`src/hw/fgVideoPkg.sv`:
```
//==================================================
// shared timing limits, vector types and FSM enums
// for the foreground video layer; every RTL file
// refers to these by scoped names
//==================================================
`default_nettype none

package fgVideoPkg;

	// vector types with a meaning of their own
	typedef logic [8:0]  pixHT;      // horizontal count
	typedef logic [7:0]  pixVT;      // vertical count
	typedef logic [10:0] vramAddrT;  // {pixV[7:3], pixH[8:3]}
	typedef logic [12:0] charAddrT;  // {bank, code hi, row, code lo, half}
	typedef logic [7:0]  byteT;
	typedef logic [4:0]  colorIdxT;

	typedef enum logic [1:0] {
		REGION_VRAM,
		REGION_CHAR,
		REGION_CTRL
	} hostRegionT;

	typedef enum logic [1:0] {
		ST_IDLE,
		ST_WAIT_SLOT,
		ST_WRITE,
		ST_ACK
	} hostStateT;

	//==================================================
	// raster limits
	//==================================================
	localparam int   LINE_CYCLES = 424;
	localparam pixHT H_LAST      = 9'd511;
	localparam pixHT H_START     = pixHT'(H_LAST - LINE_CYCLES + 1);   // 88
	localparam pixHT H_VIS_FIRST = 9'd90;
	localparam pixHT H_VIS_LAST  = 9'd437;
	localparam pixVT V_VIS_FIRST = 8'd16;
	localparam pixVT V_VIS_LAST  = 8'd239;
	localparam pixHT HSYNC_FIRST = 9'd464;   // hsync high here
	localparam pixHT HSYNC_LAST  = 9'd479;
	localparam pixVT VSYNC_FIRST = 8'd248;   // vsync low here
	localparam pixVT VSYNC_LAST  = 8'd251;
	localparam int   PIPE_DEPTH  = 3;        // raw count to colour index

	// blanking compares, used by the timing block and the fetch pipe
	function automatic logic hBlankOf(pixHT h);
		return (h < H_VIS_FIRST) || (h > H_VIS_LAST);
	endfunction

	function automatic logic vBlankOf(pixVT v);
		return (v < V_VIS_FIRST) || (v > V_VIS_LAST);
	endfunction

endpackage

`default_nettype wire

```
`src/hw/layerMixer.sv`:
```
//==================================================
// picks the 2-bit pixel out of the row byte and
// forms the registered palette index
//==================================================
`timescale 1ns/1ns
`default_nettype none

module layerMixer (
	input  wire                    clk2_6MHZ,
	input  wire                    RAMB,
	input  fgVideoPkg::byteT       romByte_i,
	input  wire [1:0]              pixSel_i,
	input  wire                    blank_i,
	input  wire [1:0]              colorBank_i,
	output fgVideoPkg::colorIdxT   colorIndex_o
);

	logic [1:0] pixVal;

	// high plane in the upper nibble, low plane in the lower
	assign pixVal = {romByte_i[{1'b1, pixSel_i}], romByte_i[{1'b0, pixSel_i}]};

	always_ff @(posedge clk2_6MHZ or negedge RAMB) begin
		if (!RAMB) begin
			colorIndex_o <= '0;
		end else if (blank_i || pixVal == 2'b00) begin
			colorIndex_o <= '0;   // transparent or blanked
		end else begin
			colorIndex_o <= {1'b1, colorBank_i, pixVal};   // upper palette half
		end
	end

endmodule

`default_nettype wire

```
`config.mk`:
```
export PLATFORM = sky130hd
export DESIGN_NAME = layerMixer
export DESIGN_NICKNAME = d
export VERILOG_FILES = /design/src/hw/fgVideoPkg.sv /design/src/hw/layerMixer.sv
export SDC_FILE = /design/constraint.sdc
export NUM_CORES = 1
export LEC_CHECK = 0
export BUFFER_PORTS_ARGS = -buffer_cell sky130_fd_sc_hd__buf_2
export CAP_MARGIN = 20
export CORE_AREA = 4 4 41 43
export CTS_BUF_LIST = sky130_fd_sc_hd__clkbuf_4 sky130_fd_sc_hd__clkbuf_8
export CTS_CLUSTER_DIAMETER = 60
export CTS_CLUSTER_SIZE = 8
export DETAILED_ROUTE_END_ITERATION = 8
export DIE_AREA = 0 0 45 47
export PLACE_DENSITY_LB_ADDON = 0.2
export REMOVE_ABC_BUFFERS = 1
export SLEW_MARGIN = 20
export SYNTH_ARGS = -nofsm -noshare
export SYNTH_HDL_FRONTEND = slang
export SYNTH_SLANG_ARGS = --single-unit
```
`constraint.sdc`:
```
create_clock -name clk2_6MHZ -period 1.24 [get_ports clk2_6MHZ]
set_clock_uncertainty 0.1 [all_clocks]
set_input_delay 0.062 -clock clk2_6MHZ [delete_from_list [all_inputs] [get_ports clk2_6MHZ]]
set_output_delay 0.062 -clock clk2_6MHZ [all_outputs]
set_load 0.01 [all_outputs]
```
==> summary.md <==
| Metric | Value |
|---|---|
| Status | `finished, final reports clean` |
| Gpl congestion | `0.637` |
| VDD IR max | `0.000268 V` |
| Crit path launch | `pixSel_i[0]` |
| Synth Cell Area | `around 220 µm²` |
| Met1 usage | `about 4.9%` |
| Sequential power share | `38.3%` |
| # clock sinks | `5` |
| Layout area overhead | `80.8%` |
| Largest net degree at the start of global routing | `6` |
| Initial antenna violation count | `0` |
| Dominant synthesized flop cell | `dfrtp_1` |
| Overflow after GRT | `0` |
| #FFs+latches synth | `5` |
| Achievable frequency | `1090 MHz` |
| Switching share of power | `20.9%` |
| M3 GR Usage | `0.766%` |
| Layout Cells excl Fill | `between 50 and 60` |
| FF/Latch Area | `125 µm²` |
| Sequential share of the synthesized area | `58.1%` |
| Top cell type's share of synthesized area | `58.1%` |
| Most frequent cell after synthesis | `dfrtp_1` |
| Top cells by count, synth | `dfrtp_1, mux4_2, o211a_1` |
| Power per cell area | `1190 nW/µm²` |
| Post-Syn Instances | `13` |
| Post-CTS Setup Inserts | `0` |
| Synthesis Warnings | `0` |
| Starting Density | `16.5%` |
| Setup-failing EPs final | `0` |
| Share of layout cells above drive strength 1 | `66.7%` |
| Clk pwr share | `44.3%` |
| Pin slew with the least headroom to its limit | `0.116 ns` |
| Multi-input gate area | `around 86 µm²` |
| PortBufs | `19` |
| Logic pwr share | `17.4%` |
| Vias in the first global route | `approximately 260` |
| Number of flops mapped to enable cells by yosys | `0` |
| Min Tclk post-route | `slightly above 0.9 ns` |
| Placement Cell Area | `329 µm²` |
| Iteration count of the initial detailed-routing pass | `1` |
| Arrival time at the worst endpoint | `0.95 ns` |
| Antenna viol nets, final | `0` |
| Routed WL | `527 µm` |
| Aggregate global-route resource usage | `6.69%` |
| Psw | `97.1 µW` |
| Die footprint | `2120 µm²` |
| Wirelength per Cell | `9.76 µm` |
| Vias | `206` |
| First-pass GRT wire length | `910 µm` |
| Met2 GRT Util | `11.3%` |
| Clock buffer depth | `2` |
| Synth area leader | `dfrtp_1` |
| N_diodes | `0` |
| Via density | `3.81` |
| Internal | `367 µW` |
| Nets | `55` |
| Kind of critical path | `primary input to register` |
| Regs by FF count | `colorIndex_o: 5 flops` |
| Die height | `47 µm` |
| Clock transition at path regs | `0.04 ns` |
| Fin. max-slew vios | `0` |
| Remaining routing DRC violations | `0` |
| Detailed placement HPWL | `463 µm` |
| Largest cells by area after synthesis | `dfrtp_1, mux4_2, o211a_1, and2_2, o21a_1` |
| Core box area | `1300 µm²` |
| Crit path launch type | `primary input` |
| Async set-reset flop share out of synthesis | `100%` |
| DRT iter0 DRCs | `0` |
| Tot Pwr | `between 400 and 500 µW` |
| Worst-path fanout max | `4` |
| Row count | `13` |
| Num CTS Buffers | `3` |
| Worst EP required | `1.27 ns` |
| Boundary pin count | `20` |
| Final hold slack | `0.0193 ns` |
| Top Usage Layer GRT | `met4` |
| Post-route design area | `389 µm²` |
| Relative slew slack | `92.3%` |
| RSZ-0062 raised after global routing | `no` |
| Setup_tns | `0 ns` |
| HP Start | `blank_i` |
| Max FFs per register | `5` |
| Max-cap viol count | `0` |
| Fillcell total | `147` |
| CTS tree | `built` |
| Die W | `~45 µm` |
| Syn avg cell area | `16.6 µm²` |
| Largest reg by FF count | `colorIndex_o` |
| Placed Instances | `47` |
| Tcrit/Tclk final | `74.1%` |
| LEAKAGE | `0.222 nW` |
| Final hold violations | `0` |
| Library cells used by synthesis | `7` |
| Root Driver | `clkbuf_4` |
| H-tree Lvls | `1` |
| Worst Hold Class | `primary input to register` |
| CP endpoint kind | `register` |
-- repair_timing --
action / in CTS / in global routing
hold buffers: 3 / 0
hold endpoints to repair: 7 / 0
gates resized for setup: 0 / 0
-- metal layers --
| layer | routed length (µm) | part of all wire, % |
|---|---|---|
| met5 | 0 | 0 |
| met3 | 83 | 16 |
| met2 | 282 | 54 |
| met4 | 0 | 0 |
| met1 | 161 | 31 |
-- power by group through the flow --
stage / registers [mW] / clock network, mW / logic [mW]
after floorplan: 0.188 / 0 / 0.0264
after global routing: 0.179 / 0.222 / 0.0904
after CTS: 0.178 / 0.216 / 0.0829
after global placement: 0.180 / 0 / 0.0738
after detailed placement: 0.180 / 0 / 0.0756
final: 0.178 / 0.206 / 0.0807
-- critical path, cell delays in order --
cell and delay [ns]:
buf_2 0.11, mux4_2 0.54, o211a_1 0.24
-- logic make-up (layout without fill, tap and decap cells) --
family,Yosys count,count (layout),synth area share [%]
flops,5,5,58.1
compound gates,3,3,12.8
buf+inv,1,27,1.74
mux,2,2,20.9
simple gates,2,2,6.40
-- cell type report --
| type | instances | share of cell area, % |
|---|---|---|
| clock buffer | 4 | 7.72 |
| inverter | 1 | 0.965 |
| tap | 15 | 4.82 |
| sequential | 5 | 32.2 |
| multi-input combinational | 7 | 22.2 |
| timing repair buffer | 22 | 32.2 |
-- layout by cell type (no fill, tap or decap) --
cell type,instances
and2_1,1
and2_2,1
buf_2,19
clkbuf_4,4
dfrtp_1,5
dlygate4sd3_1,3
inv_1,1
mux4_2,2
o211a_1,2
o21a_1,1
-- final timing paths --
check	endpoint	cells past startpoint
max	colorIndex_o[3]	3
max in group asynchronous	colorIndex_o[4]	2
min in group asynchronous	colorIndex_o[0]	2
min	colorIndex_o[4]	3
-- metrics by stage --
stage | util [%] | setup WS [ns]
final | 29.9 | 0.321
after global routing | 29.9 | 0.275
after CTS | 29.9 | 0.325
after detailed placement | 25.3 | 0.0641
after global placement | 25.3 | 0.0754
after floorplan | - | 0.232
No activity file was read; power rests on OpenSTA's default activity.
