===== src/hw/fgVideoPkg.sv =====
//==================================================
// shared timing limits, vector types and FSM enums
// for the foreground video layer; every RTL file
// refers to these by scoped names
//==================================================
`default_nettype none

package fgVideoPkg;

	// vector types with a meaning of their own
	typedef logic [8:0]  pixHT;      // horizontal count
	typedef logic [7:0]  pixVT;      // vertical count
	typedef logic [10:0] vramAddrT;  // {pixV[7:3], pixH[8:3]}
	typedef logic [12:0] charAddrT;  // {bank, code hi, row, code lo, half}
	typedef logic [7:0]  byteT;
	typedef logic [4:0]  colorIdxT;

	typedef enum logic [1:0] {
		REGION_VRAM,
		REGION_CHAR,
		REGION_CTRL
	} hostRegionT;

	typedef enum logic [1:0] {
		ST_IDLE,
		ST_WAIT_SLOT,
		ST_WRITE,
		ST_ACK
	} hostStateT;

	//==================================================
	// raster limits
	//==================================================
	localparam int   LINE_CYCLES = 424;
	localparam pixHT H_LAST      = 9'd511;
	localparam pixHT H_START     = pixHT'(H_LAST - LINE_CYCLES + 1);   // 88
	localparam pixHT H_VIS_FIRST = 9'd90;
	localparam pixHT H_VIS_LAST  = 9'd437;
	localparam pixVT V_VIS_FIRST = 8'd16;
	localparam pixVT V_VIS_LAST  = 8'd239;
	localparam pixHT HSYNC_FIRST = 9'd464;   // hsync high here
	localparam pixHT HSYNC_LAST  = 9'd479;
	localparam pixVT VSYNC_FIRST = 8'd248;   // vsync low here
	localparam pixVT VSYNC_LAST  = 8'd251;
	localparam int   PIPE_DEPTH  = 3;        // raw count to colour index

	// blanking compares, used by the timing block and the fetch pipe
	function automatic logic hBlankOf(pixHT h);
		return (h < H_VIS_FIRST) || (h > H_VIS_LAST);
	endfunction

	function automatic logic vBlankOf(pixVT v);
		return (v < V_VIS_FIRST) || (v > V_VIS_LAST);
	endfunction

endpackage

`default_nettype wire


===== src/hw/hostWriteFsm.sv =====
//==================================================
// four-phase host write port
// CHAR and CTRL writes go straight through, VRAM
// writes wait for a blanking cycle; also holds the
// colour bank and char bank control register
//==================================================
`timescale 1ns/1ns
`default_nettype none

module hostWriteFsm (
	input  wire                      clk2_6MHZ,
	input  wire                      RAMB,
	input  wire                      hostReq_i,
	input  fgVideoPkg::hostRegionT   hostRegion_i,
	input  fgVideoPkg::charAddrT     hostAddr_i,
	input  fgVideoPkg::byteT         hostData_i,
	output logic                     hostAck_o,
	input  wire                      rawBlank_i,
	output logic                     vramWe_o,
	output logic                     charWe_o,
	output fgVideoPkg::charAddrT     wrAddr_o,
	output fgVideoPkg::byteT         wrData_o,
	output logic [1:0]               colorBank_o,
	output logic                     charBank_o
);

	fgVideoPkg::hostStateT  stateQ, stateD;
	fgVideoPkg::hostRegionT regionQ;
	logic                   ctrlWe;

	always_ff @(posedge clk2_6MHZ or negedge RAMB) begin
		if (!RAMB) stateQ <= fgVideoPkg::ST_IDLE;
		else       stateQ <= stateD;
	end

	always_comb begin
		stateD = stateQ;
		case (stateQ)
			fgVideoPkg::ST_IDLE:
				if (hostReq_i) begin
					stateD = (hostRegion_i == fgVideoPkg::REGION_VRAM) ?
						fgVideoPkg::ST_WAIT_SLOT : fgVideoPkg::ST_WRITE;
				end
			fgVideoPkg::ST_WAIT_SLOT: if (rawBlank_i) stateD = fgVideoPkg::ST_ACK;
			fgVideoPkg::ST_WRITE:     stateD = fgVideoPkg::ST_ACK;
			fgVideoPkg::ST_ACK:       if (!hostReq_i) stateD = fgVideoPkg::ST_IDLE;
			default:                  stateD = fgVideoPkg::ST_IDLE;
		endcase
	end

	// request latch, host keeps these stable anyway
	always_ff @(posedge clk2_6MHZ) begin
		if (stateQ == fgVideoPkg::ST_IDLE && hostReq_i) begin
			regionQ  <= hostRegion_i;
			wrAddr_o <= hostAddr_i;
			wrData_o <= hostData_i;
		end
	end

	// VRAM write lands in the blank cycle itself, the fetch port is idle then
	assign vramWe_o = (stateQ == fgVideoPkg::ST_WAIT_SLOT) && rawBlank_i;
	assign charWe_o = (stateQ == fgVideoPkg::ST_WRITE) && (regionQ == fgVideoPkg::REGION_CHAR);
	assign ctrlWe   = (stateQ == fgVideoPkg::ST_WRITE) && (regionQ == fgVideoPkg::REGION_CTRL);

	assign hostAck_o = (stateQ == fgVideoPkg::ST_ACK);   // held until req drops

	//==================================================
	// control register
	//==================================================
	always_ff @(posedge clk2_6MHZ or negedge RAMB) begin
		if (!RAMB) begin
			colorBank_o <= 2'b00;
			charBank_o  <= 1'b0;
		end else if (ctrlWe) begin
			colorBank_o <= wrData_o[7:6];
			charBank_o  <= wrData_o[3];   // upper half of char ROM
		end
	end

endmodule

`default_nettype wire


===== config.mk =====
export PLATFORM = sky130hd
export DESIGN_NAME = hostWriteFsm
export DESIGN_NICKNAME = d
export VERILOG_FILES = /design/src/hw/fgVideoPkg.sv /design/src/hw/hostWriteFsm.sv
export SDC_FILE = /design/constraint.sdc
export NUM_CORES = 1
export LEC_CHECK = 0
export BUFFER_PORTS_ARGS = -buffer_cell sky130_fd_sc_hd__buf_2
export CELL_PAD_IN_SITES_DETAIL_PLACEMENT = 0
export CELL_PAD_IN_SITES_GLOBAL_PLACEMENT = 1
export CORE_UTILIZATION = 25
export DETAILED_ROUTE_END_ITERATION = 7
export PLACE_DENSITY = 0.65
export SLEW_MARGIN = 20
export SYNTH_ARGS = -nofsm -noshare
export SYNTH_HDL_FRONTEND = slang
export SYNTH_SLANG_ARGS = --single-unit

===== constraint.sdc =====
create_clock -name clk2_6MHZ -period 1.58 [get_ports clk2_6MHZ]
set_clock_uncertainty 0.2 [all_clocks]
set_input_delay 0.237 -clock clk2_6MHZ [delete_from_list [all_inputs] [get_ports clk2_6MHZ]]
set_output_delay 0.237 -clock clk2_6MHZ [all_outputs]
set_load 0.02 [all_outputs]

==> results of run 1 <==
-- cell usage after synthesis, drive strengths merged --
library cell	n
a21oi	1
and2	2
dfrtp	5
edfxtp	23
ha	5
inv	3
mux2	4
mux2i	3
nand2	1
nand3b	1
nor2	3
o21ai	1
-- per-layer routing --
metal / vias up / GRT usage
met5: - / 0
met4: 0 / 0.0217
met3: 2 / 0.0397
met2: 33 / 0.213
met1: 370 / 0.106
li1: 368 / -
-- registers in the layout, indices dropped and copies added (netlist names) --
name         cells
wrData_o         8
stateQ           2
colorBank_o      2
wrAddr_o        13
charBank_o       1
regionQ          2
-- cell usage in the layout, fill, tap and decap left out, types with 2 or more instances in the layout --
cell type and n:
and2_4 3, mux2_2 3, dfrtp_1 4, nor2_1 3
ha_2 2, ha_4 2, buf_2 51, dlygate4sd3_1 24
clkbuf_8 4, mux2i_1 3, buf_4 7, edfxtp_1 23
-- cells by family after synthesis --
group                    after synthesis
AND/OR/NAND/NOR                        7
flip-flops                            28
adder cells (fa/ha/maj)                5
AO/OA/AOI/OAI                          2
buffers and inverters                  3
multiplexers                           7
-- worst max-delay path by stage --
| stage | startpoint | endpoint | slack (ns) | cells past startpoint |
|---|---|---|---|---|
| 6_report | stateQ[1] | vramWe_o | -0.08 | 4 |
| 5_1_grt | stateQ[1] | vramWe_o | -0.14 | 4 |
| 4_1_cts | stateQ[0] | charWe_o | -0.07 | 5 |
| 3_5_place_dp | stateQ[0] | wrAddr_o[8] | -0.008 | 3 |
| 3_3_place_gp | stateQ[0] | wrData_o[4] | 0.04 | 3 |
| 2_1_floorplan | stateQ[0] | stateQ[1] | 0.03 | 4 |
-- repair_timing --
action | 4_1_cts | 5_1_grt
cloned | 1 | 0
endpoints found under the setup margin | 26 | 31
hold buffers | 24 | 0
hold endpoints to repair | 28 | 0
resized for setup | 6 | 10
setup buffers | 6 | 0
pin swaps | 0 | 3
-- power by group through the flow --
stage / clock (µW) / combinational (µW) / sequential, µW
6_report: 424 / 1020 / 1070
5_1_grt: 466 / 1100 / 1090
4_1_cts: 441 / 959 / 1050
3_5_place_dp: 0 / 770 / 1070
3_3_place_gp: 0 / 760 / 1060
2_1_floorplan: 0 / 386 / 1210
-- metrics by stage --
stage	hold slack (ns)	util	cell area, µm²
after global placement	-0.137	0.357	1350
final	0.111	0.462	1740
after detailed placement	-0.132	0.357	1350
after global routing	0.116	0.462	1740
after floorplan	-0.259	-	1020
after CTS	0.105	0.451	1700
-- final cells by class --
class | instances | area, µm² | share of cell area
clock buffer | 4 | 55.1 | 0.0316
inverter | 3 | 13.8 | 0.00790
multi-input combinational | 22 | 236 | 0.136
timing repair buffer | 83 | 559 | 0.321
sequential | 28 | 817 | 0.469
tap | 48 | 60.1 | 0.0345
==> flow_metrics.env, run 1 <==
export IMPL_place_congestion=0.715
export IMPL_ys_seq_area_frac=0.801
export IMPL_power_uw=2510
export IMPL_grt_pass1_vias=804
export IMPL_grt_max_degree=16
export IMPL_dr_pass1_iters=3
export IMPL_synth_compound_area_frac=0.0135
export IMPL_fin_tns_setup_ns=-0.283
export IMPL_synthSimpleGateAreaFrac=0.0356
export IMPL_crit_family="flip-flops"
export IMPL_grt_pass1_wl_um=3330
export IMPL_reg2reg_from="stateQ[1]"
export IMPL_filler_cell_count=345
export IMPL_syn_inst=52
export IMPL_num_rows=22
export IMPL_via_count=773
export IMPL_cts_tree="done"
export IMPL_ant_nets=0
export IMPL_stdcell_count=188
export IMPL_power_leakage_uw=0.000748
export IMPL_dp_slack_ns=-0.00817
export IMPL_drv_cap=0
export IMPL_avgViaCountPerCell=4.11
export IMPL_wl_per_cell_um=12.4
export IMPL_failed_checks="negative setup slack"
export IMPL_ys_warn_count=0
export IMPL_drt_met1_wl_um=884
export IMPL_highest_signal_layer="met4"
export IMPL_reg2reg_slack_ns=-0.08
export IMPL_drt_iter0_markers=20
export IMPL_ys_seq_elements=28
export IMPL_critPathMaxStageDelay_ns=0.46
export IMPL_synth_area_per_cell_um2=19.6
export IMPL_yosys_top_cells_area="edfxtp_1, dfrtp_1, ha_1, mux2_2, mux2i_1"
export IMPL_track_usage=0.109
export IMPL_die_width_um=65.8
export IMPL_clkPwrFrac=0.169
export IMPL_final_net_count=173
export IMPL_irDropWorstVdd_uv=753
export IMPL_status="finished with violations"
export IMPL_die_area_um2=4330
export IMPL_insertedDiodeCount=0
export IMPL_p_switching_uw=800
export IMPL_area_growth_pct=71.0
export IMPL_yosysTopAreaCellShare=0.678
export IMPL_path_clk_slew_ns=0.09
export IMPL_slowest_stage="dfrtp_2"
export IMPL_reg2reg_to="stateQ[1]"
export IMPL_port_buffers=53
export IMPL_final_hold_viol_count=0
export IMPL_comb_power_share=0.405
export IMPL_clk_latency_ns=0.27
export IMPL_core_area_um2=3770
export IMPL_synth_area_um2=1020
export IMPL_power_density_nw_per_um2=1440
export IMPL_p_seq_frac=0.426
export IMPL_wl_met3_um=159
export IMPL_cts_root_buf="clkbuf_8"
export IMPL_rsz0062_at_grt="true"
export IMPL_worst_setup_path_start_kind="flop"
export IMPL_switching_share=0.318
export IMPL_synth_nets=84
export IMPL_antenna_found_initial=0
export IMPL_yosysUniqueCellTypes=14
export IMPL_clock_sinks=28
export IMPL_min_path_type="primary input to async pin"
export IMPL_synth_area_leader_cell="edfxtp_1"
export IMPL_routed_wl_um=2330
export IMPL_ios=54
export IMPL_synthAdderAreaFrac=0.0614
export IMPL_crit_type="flop to output port"
export IMPL_finalWorstSetupSlack_ns=-0.0835
export IMPL_grt_overflow=0
export IMPL_power_internal_uw=1710
export IMPL_cts_max_path_buffers=2
export IMPL_reg2regPathDepth=5
export IMPL_synth_mux_area_frac=0.0774
export IMPL_synth_top_family_by_area="multiplexers"
export IMPL_crit_chain="inv_4 -> ha_2 -> and2_4 -> buf_6"
export IMPL_slew_viol_final=0
export IMPL_htree_levels=1
export IMPL_drcViolationCount=0
export IMPL_drive_above_1_share=0.564
export IMPL_synthXorXnorAreaFrac=0
export IMPL_relSlewSlack=0.862
export IMPL_crit_fanout=4
export IMPL_cts_buffers=3
export IMPL_dp_cells=153
export IMPL_crit_arrival_ns=1.23
export IMPL_tightestPinTransition_ns=0.206
export IMPL_path_buf_inv=2
export IMPL_finalSetupViolations=4
export IMPL_start_util=0.270
export IMPL_min_period_over_period=1.05
export IMPL_cp_required_ns=1.14
export IMPL_wl_met2_um=1280
export IMPL_period_needed_ns=1.66
export IMPL_max_freq_ghz=0.601
export IMPL_chipHeight_um=65.8
export IMPL_cp_end_kind="output port"
Power figures use the tool's default switching activity.
==> run 2: changes to the inputs <==
--- a/config.mk
+++ b/config.mk
@@ -5,7 +5,7 @@
 export SDC_FILE = /design/constraint.sdc
 export NUM_CORES = 1
 export LEC_CHECK = 0
-export BUFFER_PORTS_ARGS = -buffer_cell sky130_fd_sc_hd__buf_2
+export BUFFER_PORTS_ARGS = -buffer_cell sky130_fd_sc_hd__clkbuf_2
 export CELL_PAD_IN_SITES_DETAIL_PLACEMENT = 0
 export CELL_PAD_IN_SITES_GLOBAL_PLACEMENT = 1
 export CORE_UTILIZATION = 25
==> flow_metrics.env, run 2 (synthesis results as in run 1) <==
export IMPL_top_register="wrAddr_o"
export IMPL_critPathMaxStageDelay_ns=0.47
export IMPL_cts_root_buf="clkbuf_8"
export IMPL_reg2reg_to="stateQ[1]"
export IMPL_hpwl_um=1480
export IMPL_min_path_type="primary input to async pin"
export IMPL_grt_pass1_wl_um=3280
export IMPL_cts_max_path_buffers=2
export IMPL_drcViolationCount=0
export IMPL_relSlewSlack=0.860
export IMPL_reg2reg_slack_ns=-0.07
export IMPL_final_net_count=172
export IMPL_status="finished with violations"
export IMPL_drt_iter0_markers=15
export IMPL_start_util=0.270
export IMPL_layout_common_cells="clkbuf_2, dlygate4sd3_1, edfxtp_1"
export IMPL_crit_start="stateQ[1]"
export IMPL_path_buf_inv=2
export IMPL_path_clk_slew_ns=0.09
export IMPL_port_buffers=53
export IMPL_ios=54
export IMPL_crit_type="flop to output port"
export IMPL_max_freq_ghz=0.595
export IMPL_finalSetupViolations=5
export IMPL_worst_setup_path_start_kind="flop"
export IMPL_drv_cap=0
export IMPL_comb_power_share=0.411
export IMPL_reg_top3="wrAddr_o x13, wrData_o x8"
export IMPL_grt_pass1_vias=751
export IMPL_reg2regPathDepth=6
export IMPL_clock_sinks=28
export IMPL_die_width_um=65.8
export IMPL_avgViaCountPerCell=3.96
export IMPL_place_congestion=0.713
export IMPL_track_usage=0.104
export IMPL_crit_chain="inv_4 -> ha_2 -> and2_4 -> buf_6"
export IMPL_slowest_stage="dfrtp_2"
export IMPL_placedInstanceArea_um2=1350
export IMPL_rsz0062_at_grt="true"
export IMPL_grt_overflow=0
export IMPL_crit_arrival_ns=1.24
export IMPL_core_area_um2=3770
export IMPL_tightestPinTransition_ns=0.204
export IMPL_cts_tree="done"
export IMPL_power_uw=2540
export IMPL_cp_end_kind="output port"
export IMPL_routed_wl_um=2220
export IMPL_final_hold_viol_count=0
export IMPL_fin_area_um2=1740
export IMPL_failed_checks="negative setup slack"
export IMPL_power_leakage_uw=0.000755
export IMPL_via_count=741
export IMPL_die_area_um2=4330
export IMPL_power_density_nw_per_um2=1460
export IMPL_insertedDiodeCount=0
export IMPL_wl_per_cell_um=11.9
export IMPL_irDropWorstVdd_uv=628
export IMPL_cp_endpoint="vramWe_o"
export IMPL_area_growth_pct=71.1
export IMPL_crit_family="flip-flops"
export IMPL_cts_buffers=3
export IMPL_clk_latency_ns=0.27
export IMPL_finalWorstSetupSlack_ns=-0.102
export IMPL_grt_max_degree=16
export IMPL_cp_required_ns=1.14
export IMPL_crit_fanout=4
export IMPL_reg2reg_from="stateQ[0]"
export IMPL_period_needed_ns=1.68
export IMPL_num_rows=22
export IMPL_p_seq_frac=0.422
export IMPL_final_common_cell="clkbuf_2"
export IMPL_min_period_over_period=1.06
export IMPL_largest_reg_flops=13
export IMPL_p_switching_uw=825
export IMPL_dr_pass1_iters=4
export IMPL_ant_nets=0
export IMPL_filler_cell_count=341
export IMPL_clkPwrFrac=0.167
export IMPL_chipHeight_um=65.8
export IMPL_drive_above_1_share=0.568
export IMPL_antenna_found_initial=0
export IMPL_power_internal_uw=1720
export IMPL_crit_cells=4
export IMPL_htree_levels=1
export IMPL_switching_share=0.324
export IMPL_slew_viol_final=0
-- run 2: changes by cell type in the layout (fill, tap and decap cells not counted), sizes merged --
| cell | change |
|---|---|
| buf | -51 |
| clkbuf | +50 |
-- run 2: worst min-delay path by stage --
stage                from         end  slack [ns]  cells after the start
3_3_place_gp         RAMB   stateQ[0]       -0.13                      1
4_1_cts        rawBlank_i   stateQ[0]        0.09                      3
3_5_place_dp         RAMB   stateQ[0]       -0.13                      1
2_1_floorplan        RAMB  charBank_o       -0.26                      0
6_report             RAMB   stateQ[0]        0.11                      2
5_1_grt              RAMB   stateQ[0]        0.15                      2
-- run 2: power by group through the flow --
stage          combinational [µW]  sequential (µW)  clock [µW]
3_3_place_gp                  758             1070           0
4_1_cts                       927             1060         439
5_1_grt                      1130             1100         459
2_1_floorplan                 386             1210           0
3_5_place_dp                  772             1070           0
6_report                     1050             1070         424
-- run 2: cell type report --
cell class	count	area (µm²)	area share
clock buffer	4	55.1	0.0316
inverter	3	13.8	0.00790
multi-input combinational	22	239	0.137
tap	48	60.1	0.0345
timing repair buffer	82	558	0.320
sequential	28	817	0.469
-- run 2: repair_timing --
item	CTS	global route
hold buffers	24	0
buffers inserted	4	1
resized for setup	6	16
cloned	1	0
setup endpoints to repair	26	28
pin swaps	1	2
endpoints found under the hold margin	28	0
-- run 2: layer usage --
metal	wire length [µm]	global-route usage
met5	0	0
met4	11	0.0326
met3	150	0.0310
met2	1140	0.190
met1	918	0.114
-- run 2: metrics by stage --
stage	setup TNS [ns]	setup WS [ns]	util	hold WS, ns	cells
after floorplan	0	0.0331	-	-0.259	52
after global placement	0	0.0374	0.357	-0.133	153
after detailed placement	-0.286	-0.0129	0.357	-0.130	153
after CTS	-0.297	-0.0932	0.447	0.0949	186
after global routing	-0.763	-0.144	0.462	0.146	187
final	-0.281	-0.102	0.462	0.111	187
-- run 2: worst register-to-register path: cells and delay by family (launching register included) --
| family | cells | cell delay [ns] |
|---|---|---|
| multiplexers | 2 | 0.46 |
| flip-flops | 1 | 0.39 |
| buffers and inverters | 2 | 0.22 |
| adder cells (fa/ha/maj) | 1 | 0.16 |
| AO/OA/AOI/OAI | 1 | 0.10 |
