**config.mk**
```make
export PLATFORM = sky130hd
export DESIGN_NAME = videoTiming
export DESIGN_NICKNAME = d
export VERILOG_FILES = /design/src/hw/fgVideoPkg.sv /design/src/hw/videoTiming.sv
export SDC_FILE = /design/constraint.sdc
export NUM_CORES = 1
export LEC_CHECK = 0
export ABC_CLOCK_PERIOD_IN_PS = 2100
export BUFFER_PORTS_ARGS = -buffer_cell sky130_fd_sc_hd__buf_2
export CORE_MARGIN = 2
export CORE_UTILIZATION = 45
export CTS_CLUSTER_DIAMETER = 200
export DETAILED_ROUTE_END_ITERATION = 8
export PLACE_DENSITY = 0.64
export SETUP_SLACK_MARGIN = 0.4
export SYNTH_ARGS = -nofsm -noshare
export SYNTH_HDL_FRONTEND = slang
export SYNTH_SLANG_ARGS = --single-unit
```
**constraint.sdc**
```tcl
create_clock -name clk2_6MHZ -period 2.1 [get_ports clk2_6MHZ]
set_input_delay 0.525 -clock clk2_6MHZ [delete_from_list [all_inputs] [get_ports clk2_6MHZ]]
set_output_delay 0.525 -clock clk2_6MHZ [all_outputs]
set_load 0.05 [all_outputs]
```
**src/hw/fgVideoPkg.sv**
```systemverilog
//==================================================
// shared timing limits, vector types and FSM enums
// for the foreground video layer; every RTL file
// refers to these by scoped names
//==================================================
`default_nettype none

package fgVideoPkg;

	// vector types with a meaning of their own
	typedef logic [8:0]  pixHT;      // horizontal count
	typedef logic [7:0]  pixVT;      // vertical count
	typedef logic [10:0] vramAddrT;  // {pixV[7:3], pixH[8:3]}
	typedef logic [12:0] charAddrT;  // {bank, code hi, row, code lo, half}
	typedef logic [7:0]  byteT;
	typedef logic [4:0]  colorIdxT;

	typedef enum logic [1:0] {
		REGION_VRAM,
		REGION_CHAR,
		REGION_CTRL
	} hostRegionT;

	typedef enum logic [1:0] {
		ST_IDLE,
		ST_WAIT_SLOT,
		ST_WRITE,
		ST_ACK
	} hostStateT;

	//==================================================
	// raster limits
	//==================================================
	localparam int   LINE_CYCLES = 424;
	localparam pixHT H_LAST      = 9'd511;
	localparam pixHT H_START     = pixHT'(H_LAST - LINE_CYCLES + 1);   // 88
	localparam pixHT H_VIS_FIRST = 9'd90;
	localparam pixHT H_VIS_LAST  = 9'd437;
	localparam pixVT V_VIS_FIRST = 8'd16;
	localparam pixVT V_VIS_LAST  = 8'd239;
	localparam pixHT HSYNC_FIRST = 9'd464;   // hsync high here
	localparam pixHT HSYNC_LAST  = 9'd479;
	localparam pixVT VSYNC_FIRST = 8'd248;   // vsync low here
	localparam pixVT VSYNC_LAST  = 8'd251;
	localparam int   PIPE_DEPTH  = 3;        // raw count to colour index

	// blanking compares, used by the timing block and the fetch pipe
	function automatic logic hBlankOf(pixHT h);
		return (h < H_VIS_FIRST) || (h > H_VIS_LAST);
	endfunction

	function automatic logic vBlankOf(pixVT v);
		return (v < V_VIS_FIRST) || (v > V_VIS_LAST);
	endfunction

endpackage

`default_nettype wire

```
**src/hw/videoTiming.sv**
```systemverilog
//==================================================
// free running pixel and line counters
// rawBlank follows the live count, the blank and
// sync outputs are delayed to match the pixel pipe
//==================================================
`timescale 1ns/1ns
`default_nettype none

module videoTiming (
	input  wire                clk2_6MHZ,
	input  wire                RAMB,
	output fgVideoPkg::pixHT   pixH_o,
	output fgVideoPkg::pixVT   pixV_o,
	output logic               rawBlank_o,
	output logic               hBlank_o,
	output logic               vBlank_o,
	output logic               hSync_o,
	output logic               vSync_o
);

	fgVideoPkg::pixHT pixH;
	fgVideoPkg::pixVT pixV;

	logic hBlankRaw, vBlankRaw, hSyncRaw, vSyncRaw;

	// {hBlank, vBlank, hSync, vSync} per stage
	logic [3:0] syncDly [fgVideoPkg::PIPE_DEPTH];

	// horizontal 88..511, vertical 0..255
	always_ff @(posedge clk2_6MHZ or negedge RAMB) begin
		if (!RAMB) begin
			pixH <= fgVideoPkg::H_START;
			pixV <= '0;
		end else if (pixH == fgVideoPkg::H_LAST) begin
			pixH <= fgVideoPkg::H_START;
			pixV <= pixV + 8'd1;   // wraps at 255
		end else begin
			pixH <= pixH + 9'd1;
		end
	end

	assign hBlankRaw = fgVideoPkg::hBlankOf(pixH);
	assign vBlankRaw = fgVideoPkg::vBlankOf(pixV);
	assign hSyncRaw  = (pixH >= fgVideoPkg::HSYNC_FIRST) && (pixH <= fgVideoPkg::HSYNC_LAST);
	assign vSyncRaw  = !((pixV >= fgVideoPkg::VSYNC_FIRST) && (pixV <= fgVideoPkg::VSYNC_LAST));

	//==================================================
	// align with fetch (2) + mixer (1)
	//==================================================
	always_ff @(posedge clk2_6MHZ or negedge RAMB) begin
		if (!RAMB) begin
			for (int i = 0; i < fgVideoPkg::PIPE_DEPTH; i++) begin
				syncDly[i] <= 4'b1101;   // blanked, sync idle
			end
		end else begin
			syncDly[0] <= {hBlankRaw, vBlankRaw, hSyncRaw, vSyncRaw};
			for (int i = 1; i < fgVideoPkg::PIPE_DEPTH; i++) begin
				syncDly[i] <= syncDly[i-1];
			end
		end
	end

	assign pixH_o     = pixH;
	assign pixV_o     = pixV;
	assign rawBlank_o = hBlankRaw | vBlankRaw;   // write slot for VRAM

	assign {hBlank_o, vBlank_o, hSync_o, vSync_o} = syncDly[fgVideoPkg::PIPE_DEPTH-1];

endmodule

`default_nettype wire

```
==> results of run 1 <==
## through the flow
stage	hold WS (ns)	area [sq um]	util	power [uW]
4_1_cts	0.2076	1545	0.6295	1063
3_3_place_gp	0.3331	1364	0.5556	580.5
3_5_place_dp	0.3365	1364	0.5556	580.5
2_1_floorplan	0.2294	1207	-	569.2
6_report	0.1909	1649	0.6718	1052
5_1_grt	0.2205	1649	0.6718	1100
## layout make-up
| type | count | area share |
|---|---|---|
| tap | 30 | 0.02276 |
| inverter | 2 | 0.004552 |
| timing repair buffer | 33 | 0.1510 |
| clock buffer | 7 | 0.03338 |
| sequential | 29 | 0.4575 |
| clock inverter | 1 | 0.01821 |
| multi-input combinational | 55 | 0.3126 |
## report_power, final
| part | internal (uW) | total (uW) | switching, uW |
|---|---|---|---|
| Clock | 284 | 483 | 198 |
| Sequential | 559 | 559 | 0 |
| Combinational | 0.666 | 10.5 | 9.79 |
| Total | 844 | 1050 | 208 |
## how the worst max path moves through the flow
stage,start,endpoint,slack (ns),cells after the start
2_1_floorplan,pixH_o[3],pixV_o[7],0.07,7
3_3_place_gp,pixH_o[4],rawBlank_o,0.15,5
3_5_place_dp,pixH_o[1],rawBlank_o,0.13,7
4_1_cts,pixH_o[1],rawBlank_o,-0.13,5
5_1_grt,pixH_o[4],rawBlank_o,-0.22,5
6_report,pixV_o[5],rawBlank_o,-0.12,4
## per-layer routing
layer  vias to the layer above  share of wire  global-route usage  wire (microns)
met1                       400           0.43              0.1979             957
li1                        383              -                   -               -
met5                         -              0                   0               0
met3                         7          0.050             0.08197             111
met2                        19           0.50              0.2651            1124
met4                         0          0.017             0.08750              39
## what timing repair did
| item | CTS | global route |
|---|---|---|
| endpoints found under the setup margin | 8 | 13 |
| buffers inserted | 7 | 2 |
| pin swaps | 2 | 4 |
| hold endpoints to repair | 0 | 0 |
| gates cloned | 0 | 0 |
| gates resized for setup | 13 | 20 |
## critical path: cells and delay by family (launching register included)
family | cells | cell delay [ns]
AND/OR/NAND/NOR | 3 | 0.76
flip-flops | 1 | 0.46
buffers and inverters | 1 | 0.15
## cell usage after synthesis (all sizes together)
master	n	area [sq um]
mux2	1	11.26
nand2	5	18.77
clkbuf	1	3.750
ha	4	50.05
or2	3	18.78
a211oi	1	7.510
a31oi	2	12.51
and3	4	25.02
and4	3	27.53
o21bai	1	7.510
o211ai	1	12.51
nand3b	1	7.510
nor2b	1	6.260
nand4	3	18.77
xor2	5	43.79
xnor2	7	61.31
nor4b	1	8.760
dfrtp	17	425.4
nor4	1	6.260
nand2b	2	12.51
dfstp	12	315.3
inv	2	7.510
o2111ai	1	8.760
nand3	3	15.01
nor2	5	18.77
## state kept, by name, indices dropped and copies added (netlist names)
name and flops:
hBlank_o 1, hSync_o 1, pixH_o 9, pixV_o 8, syncDly 8, vBlank_o 1, vSync_o 1
## kinds of logic (layout without fill, tap and decap cells)
| logic type | count (synthesis) | count (layout) |
|---|---|---|
| mux | 1 | 1 |
| compound gates | 6 | 6 |
| fa+ha+maj | 4 | 4 |
| flops | 29 | 29 |
| xor+xnor | 12 | 12 |
| simple gates | 32 | 32 |
| buf+inv | 3 | 43 |
==> results.py, run 1 <==
metrics = {
    "status": {
        "outcome": "finished, violations left",
        "violations": "negative setup slack",
    },
    "cells_and_area": {
        "diodes": 0,
        "nets": 132,
        "drive_gt1_frac": 0.6535,
        "area_growth_pct": 43.26,
        "layout.cells.non_filler": 157,
        "multi_input_area_sq_um": 515.5,
        "num-fill-cells": 170,
        "final_common_cell": "buf_2",
        "seqCellArea_sq_um": 754.5,
        "final_cell_mix": "18 x buf_2, 11 x dfstp_2, 9 x dfrtp_1",
    },
    "pwr": {
        "vdd_drop_max_v": 0.0004940,
        "powerDensity_nw_per_um2": 638.0,
        "leakagePower_uw": 0.0007534,
    },
    "logic_synthesis": {
        "yosysSeqAreaShare": 0.6435,
        "ys_warn_count": 0,
        "synth-compound-area-share": 0.04239,
        "synth_top_family_by_area": "simple AND/OR/NAND/NOR gates",
        "synth_cells": 87,
        "synth_area_sq_um": 1151,
        "synthXorXnorAreaFrac": 0.09130,
        "synth_fa_ha_area_frac": 0.04348,
        "synth_nets": 93,
        "synth-simple-area-share": 0.1598,
        "syn_avg_cell_area_sq_um": 13.23,
        "synthMuxAreaShare": 0.009783,
        "ys_types": 28,
        "synth-seq-cells": 29,
    },
    "sta": {
        "period_needed_ns": 2.220,
        "setup_tns_ns": -0.1196,
        "rsz0062_at_grt": "yes",
        "relSlewSlack": 0.5954,
        "setup_slack_ns": -0.1196,
        "tightest_slew_ns": 0.6068,
        "clock.fmax_mhz": 450.5,
        "fin_crit_sh": 1.057,
        "maxSlewViolCount": 0,
        "final-hold-violation-count": 0,
        "skew_ns": 0.01122,
        "finalSetupViolations": 1,
    },
    "route": {
        "vias_per_cell": 5.153,
        "drtIter0Drc": 5,
        "wl_per_cell_microns": 14.21,
        "drc": 0,
        "wirelength_mm": 2.231,
        "vias": 809,
        "drtPass1Iterations": 4,
        "final_antenna_net_count": 0,
    },
    "setup_path": {
        "arrival_ns": 1.69,
        "cp_max_fo": 6,
        "endpoint_kind": "output pin",
        "worst_path_max_delay_cell": "dfrtp_2",
        "cp-start-kind": "register",
        "worstPathRequired_ns": 1.57,
        "reg2reg_slack_ns": 0.10,
        "cp_cell_sequence": "and4_1 -> or2_2 -> or2_4 -> buf_8",
        "critPathMaxStageDelay_ns": 0.46,
        "r2r_end": "pixV_o[7]",
        "r2r_cells": 10,
        "worstSetupPathType": "reg -> out",
        "timing.rr.start": "pixH_o[0]",
    },
    "place": {
        "pre_cts_ws_ns": 0.1344,
        "gp_congestion": 0.7311,
        "port_buffers": 23,
        "placedCellCount": 140,
        "place_hpwl_mm": 1.278,
    },
    "grt": {
        "grt_use_total": 0.1719,
        "grt_max_degree": 30,
        "grt.overflow.total": 0,
        "antenna_found_initial": 0,
        "grt_pass1_vias": 721,
        "grt_pass1_wl_mm": 3.367,
    },
    "die": {
        "coreArea_sq_um": 2455,
        "fp-row-count": 18,
        "dieArea_sq_um": 2978,
        "fp.dieW_microns": 54.58,
        "ioPinCount": 24,
        "start_util": 0.4689,
        "die_y_microns": 54.58,
    },
    "clock_network": {
        "cts_buffers": 5,
        "clk_latency_ns": 0.33,
        "cts_buffer_depth": 2,
        "cts_tree": "built",
        "clk_pin_slew_ns": 0.09,
        "cts_hold_buf": 0,
        "htreeDepth": 2,
        "root_buffer": "clkbuf_4",
        "clock_sinks": 29,
    },
    "worst_hold_path": {
        "hold_class": "in -> async",
    },
    "run": {
        "maxCapViolations": 0,
    },
}
No activity file was read; power rests on OpenSTA's default activity.
==> run 2, diff against run 1 <==
--- a/config.mk
+++ b/config.mk
@@ -11,6 +11,7 @@
 export CORE_UTILIZATION = 45
 export CTS_CLUSTER_DIAMETER = 200
 export DETAILED_ROUTE_END_ITERATION = 8
+export MAX_ROUTING_LAYER = met4
 export PLACE_DENSITY = 0.64
 export SETUP_SLACK_MARGIN = 0.4
 export SYNTH_ARGS = -nofsm -noshare
==> run 2 against run 1 <==
Compared with the run above:
- the run still ends with negative setup slack left
- clock power about the same
- sequential share of layout area unchanged
- clock-buffer cell count did not move
- sequential power barely moved
- critical path depth unchanged
- wire length is 0.94% lower
- worst hold slack improved by 0.00096 ns
- via count down 2.0%
==> results.py, run 2 (synthesis gave the netlist of run 1 again) <==
metrics = {
    "grt": {
        "grt_use_total": 0.1768,
        "grt.overflow.total": 0,
        "grt_pass1_wl_mm": 3.374,
        "grt_max_degree": 30,
        "grt_pass1_vias": 720,
        "antenna_found_initial": 0,
    },
    "clock_network": {
        "cts_buffers": 5,
        "htreeDepth": 2,
        "root_buffer": "clkbuf_4",
        "cts_hold_buf": 0,
        "clk_pin_slew_ns": 0.10,
        "cts_tree": "built",
        "clock_sinks": 29,
        "clk_latency_ns": 0.33,
        "cts_buffer_depth": 2,
    },
    "setup_path": {
        "r2r_cells": 10,
        "critical_path_buf_inv_count": 1,
        "path_depth": 4,
        "r2r_end": "pixV_o[7]",
        "arrival_ns": 1.69,
        "timing.rr.start": "pixH_o[0]",
        "worstPathRequired_ns": 1.57,
        "worstSetupPathType": "reg -> out",
        "cp-start-kind": "register",
        "critPathMaxStageDelay_ns": 0.46,
        "endpoint_kind": "output pin",
        "cp_cell_sequence": "and4_1 -> or2_2 -> or2_4 -> buf_8",
        "critPathTopFamily": "simple AND/OR/NAND/NOR gates",
        "worst_path_max_delay_cell": "dfrtp_2",
        "reg2reg_slack_ns": 0.10,
        "cp_max_fo": 6,
    },
    "cells_and_area": {
        "drive_gt1_frac": 0.6535,
        "num-fill-cells": 170,
        "diodes": 0,
        "final_cell_mix": "18 x buf_2, 11 x dfstp_2, 9 x dfrtp_1",
        "layout.cells.non_filler": 157,
        "final_common_cell": "buf_2",
        "area_growth_pct": 43.26,
        "largest_register_ffs": 9,
        "nets": 132,
        "final_util": 0.6718,
        "finalInstanceArea_sq_um": 1649,
    },
    "sta": {
        "tightest_slew_ns": 0.6019,
        "rsz0062_at_grt": "yes",
        "setup_slack_ns": -0.1184,
        "relSlewSlack": 0.5987,
        "fin_crit_sh": 1.056,
        "maxSlewViolCount": 0,
        "period_needed_ns": 2.218,
        "skew_ns": 0.01192,
        "final-hold-violation-count": 0,
        "finalSetupViolations": 1,
        "clock.fmax_mhz": 450.8,
    },
    "pwr": {
        "pwr-share-comb": 0.010,
        "leakagePower_uw": 0.0007534,
        "p_clk_frac": 0.459,
        "finalPower_uw": 1052,
        "vdd_drop_max_v": 0.0004965,
        "powerDensity_nw_per_um2": 637.8,
        "power_switching_uw": 207.8,
        "swShare": 0.1976,
        "pwr-share-seq": 0.532,
        "internal-power_uw": 844.0,
    },
    "die": {
        "start_util": 0.4689,
        "dieArea_sq_um": 2978,
        "coreArea_sq_um": 2455,
        "die_y_microns": 54.58,
        "fp.dieW_microns": 54.58,
        "fp-row-count": 18,
        "ioPinCount": 24,
    },
    "place": {
        "pre_cts_ws_ns": 0.1344,
        "place_hpwl_mm": 1.278,
        "gp_congestion": 0.7400,
        "placedCellCount": 140,
        "dpl-instance-area_sq_um": 1364,
        "port_buffers": 23,
    },
    "status": {
        "outcome": "finished, violations left",
        "violations": "negative setup slack",
    },
    "route": {
        "wirelength_mm": 2.210,
        "drtPass1Iterations": 4,
        "final_antenna_net_count": 0,
        "vias_per_cell": 5.051,
        "drtIter0Drc": 5,
        "vias": 793,
        "wl_per_cell_microns": 14.08,
        "drc": 0,
    },
    "run": {
        "maxCapViolations": 0,
    },
    "worst_hold_path": {
        "hold_class": "in -> async",
    },
}
run 2: cell counts in the layout (fill, tap and decap cells not counted):
Identical to the previous run, type by type.
run 2: what timing repair did:
item / in CTS / in global routing
endpoints found under the setup margin: 8 / 13
pin swaps: 2 / 4
resized for setup: 13 / 20
setup buffers: 7 / 2
run 2: how the worst max path moves through the flow:
stage,startpoint,to,slack (ns)
after CTS,pixH_o[1],rawBlank_o,-0.13
after floorplan,pixH_o[3],pixV_o[7],0.07
after global placement,pixH_o[4],rawBlank_o,0.15
final,pixV_o[5],rawBlank_o,-0.12
after detailed placement,pixH_o[1],rawBlank_o,0.13
after global routing,pixH_o[4],rawBlank_o,-0.22
run 2: layout make-up:
type	instances	area, sq um	share of cell area
Clock buffer	7	55.05	0.03338
Clock inverter	1	30.03	0.01821
Inverter	2	7.507	0.004552
Multi-Input combinational cell	55	515.5	0.3126
Sequential cell	29	754.5	0.4575
Tap cell	30	37.54	0.02276
Timing Repair Buffer	33	249.0	0.1510
run 2: power groups by stage:
stage | clock, uW | combinational (uW) | sequential, uW
after detailed placement | 0 | 11.5 | 569
after CTS | 492 | 11.6 | 559
final | 482 | 10.4 | 559
after global routing | 527 | 13.0 | 559
after floorplan | 0 | 0.000167 | 569
after global placement | 0 | 11.4 | 569
run 2: per-layer routing:
metal,part of all wire,vias up,global-route usage
li1,-,381,-
met1,0.42,387,0.1979
met4,0.018,0,0.08750
met5,0,-,-
met3,0.052,6,0.08197
met2,0.51,19,0.2651
run 2: through the flow:
step / hold WS (ns) / setup TNS, ns
floorplan: 0.2294 / 0
global placement: 0.3331 / 0
detailed placement: 0.3365 / 0
CTS: 0.2076 / -0.1330
global route: 0.2205 / -0.2228
finish: 0.1919 / -0.1184
==> run 3, diff against run 2 <==
--- a/config.mk
+++ b/config.mk
@@ -7,7 +7,6 @@
 export LEC_CHECK = 0
 export ABC_CLOCK_PERIOD_IN_PS = 2100
 export BUFFER_PORTS_ARGS = -buffer_cell sky130_fd_sc_hd__buf_2
-export CORE_MARGIN = 2
 export CORE_UTILIZATION = 45
 export CTS_CLUSTER_DIAMETER = 200
 export DETAILED_ROUTE_END_ITERATION = 8
==> run 3 against run 2 <==
Compared with the run above:
- the flow still finishes with violations (negative setup slack)
- clock power grew 7.3%
- register-to-register slack improved by 0.06 ns
- non-clock buffer count grew 4
- worst hold slack improved by 0.0011 ns
- core utilization increased by 6.9 points
- first-iteration DRC count is 20% lower
- via count up 2.6%
- highest routed layer unchanged
==> results.py, run 3 (synthesis gave the netlist of run 1 again) <==
metrics = {
    "pwr": {
        "powerDensity_nw_per_um2": 632.8,
        "leakagePower_uw": 0.0008127,
        "pwr-share-seq": 0.515,
        "internal-power_uw": 880.6,
        "swShare": 0.1893,
        "vdd_drop_max_v": 0.0006665,
        "pwr-share-comb": 0.010,
        "power_switching_uw": 205.7,
        "p_clk_frac": 0.476,
    },
    "sta": {
        "period_needed_ns": 2.226,
        "fin_crit_sh": 1.060,
        "relSlewSlack": 0.5992,
        "setup_slack_ns": -0.1258,
        "final-hold-violation-count": 0,
        "finalSetupViolations": 1,
        "rsz0062_at_grt": "yes",
        "clock.fmax_mhz": 449.3,
        "tightest_slew_ns": 0.6012,
        "skew_ns": 0.01704,
        "maxSlewViolCount": 0,
    },
    "grt": {
        "grt_pass1_wl_mm": 3.256,
        "grt_use_total": 0.1816,
        "antenna_found_initial": 0,
        "grt_pass1_vias": 691,
        "grt.overflow.total": 0,
        "grt_max_degree": 30,
    },
    "die": {
        "die_y_microns": 52.58,
        "dieArea_sq_um": 2764,
        "start_util": 0.4965,
        "fp-row-count": 17,
        "coreArea_sq_um": 2318,
        "fp.dieW_microns": 52.58,
        "ioPinCount": 24,
    },
    "clock_network": {
        "cts_buffer_depth": 2,
        "cts_hold_buf": 0,
        "clock_sinks": 29,
        "cts_buffers": 5,
        "htreeDepth": 2,
        "cts_tree": "built",
        "clk_latency_ns": 0.33,
        "clk_pin_slew_ns": 0.10,
        "root_buffer": "clkbuf_4",
    },
    "place": {
        "dpl-instance-area_sq_um": 1361,
        "port_buffers": 23,
        "placedCellCount": 138,
        "gp_congestion": 0.8317,
        "pre_cts_ws_ns": 0.1308,
        "place_hpwl_mm": 1.249,
    },
    "route": {
        "wirelength_mm": 2.184,
        "wl_per_cell_microns": 13.74,
        "vias_per_cell": 5.119,
        "drc": 0,
        "final_antenna_net_count": 0,
        "drtPass1Iterations": 2,
        "vias": 814,
        "drtIter0Drc": 4,
    },
    "setup_path": {
        "reg2reg_slack_ns": 0.16,
        "timing.rr.start": "pixH_o[1]",
        "arrival_ns": 1.70,
        "worstPathRequired_ns": 1.57,
        "cp_max_fo": 4,
        "r2r_end": "pixV_o[7]",
        "cp-start-kind": "register",
        "endpoint_kind": "output pin",
        "worstSetupPathType": "reg -> out",
        "r2r_cells": 10,
    },
    "worst_hold_path": {
        "hold_class": "in -> async",
    },
    "cells_and_area": {
        "diodes": 0,
        "final_util": 0.7404,
        "final_common_cell": "buf_2",
        "drive_gt1_frac": 0.6794,
        "layout.cells.non_filler": 159,
        "finalInstanceArea_sq_um": 1717,
        "largest_register_ffs": 9,
        "nets": 136,
        "final_cell_mix": "18 x buf_2, 11 x dfstp_2, 9 x dfrtp_1",
        "area_growth_pct": 49.13,
        "num-fill-cells": 154,
    },
    "status": {
        "violations": "negative setup slack",
        "outcome": "finished, violations left",
    },
    "run": {
        "maxCapViolations": 0,
    },
}
## run 3: area by class of cell
| type | instances | area [sq um] | share of cell area |
|---|---|---|---|
| inverters | 2 | 7.507 | 0.004373 |
| multi-input cells | 55 | 533.0 | 0.3105 |
| clock buffers | 6 | 62.56 | 0.03644 |
| repair buffers | 37 | 289.0 | 0.1684 |
| flip-flops and latches | 29 | 754.5 | 0.4395 |
| well taps | 28 | 35.03 | 0.02041 |
| clock inverters | 2 | 35.03 | 0.02041 |
## run 3: critical path, stage by stage (launching register included)
cell and delay [ns]:
dfstp_4 0.65, and3_4 0.19, nand2_1 0.06, o211ai_2 0.18, or2_4 0.15, buf_6 0.14
## run 3: per-layer routing
layer	global-route usage	routed length, microns	vias to the layer above
li1	-	-	389
met4	0.1096	40	0
met5	-	0	-
met2	0.2363	1010	21
met3	0.08116	118	4
met1	0.2292	1013	400
## run 3: how the worst max path moves through the flow
| stage | from | end | slack (ns) | depth (start not counted) |
|---|---|---|---|---|
| 2_1_floorplan | pixH_o[3] | pixV_o[7] | 0.07 | 7 |
| 3_3_place_gp | pixH_o[4] | rawBlank_o | 0.14 | 5 |
| 3_5_place_dp | pixH_o[4] | rawBlank_o | 0.13 | 5 |
| 4_1_cts | pixH_o[4] | rawBlank_o | -0.15 | 5 |
| 5_1_grt | pixH_o[1] | rawBlank_o | -0.21 | 7 |
| 6_report | pixH_o[4] | rawBlank_o | -0.13 | 5 |
## run 3: what timing repair did
item / 4_1_cts / 5_1_grt
resized for setup: 17 / 24
setup buffers: 8 / 5
pin swaps: 5 / 8
endpoints found under the setup margin: 8 / 12
## run 3: power groups by stage
stage	clock [uW]	sequential, uW	combinational [uW]
detailed placement	0	569	11.4
CTS	529	559	11.4
global route	571	559	13.4
floorplan	0	569	0.000167
finish	517	559	10.4
global placement	0	569	11.3
## run 3: per-stage QoR
step           hold slack, ns  setup TNS (ns)  power [uW]
6_report               0.1930         -0.1258        1086
5_1_grt                0.2263         -0.2148        1143
4_1_cts                0.2024         -0.1471        1100
3_5_place_dp           0.3402               0       580.5
3_3_place_gp           0.3350               0       580.4
2_1_floorplan          0.2294               0       569.2
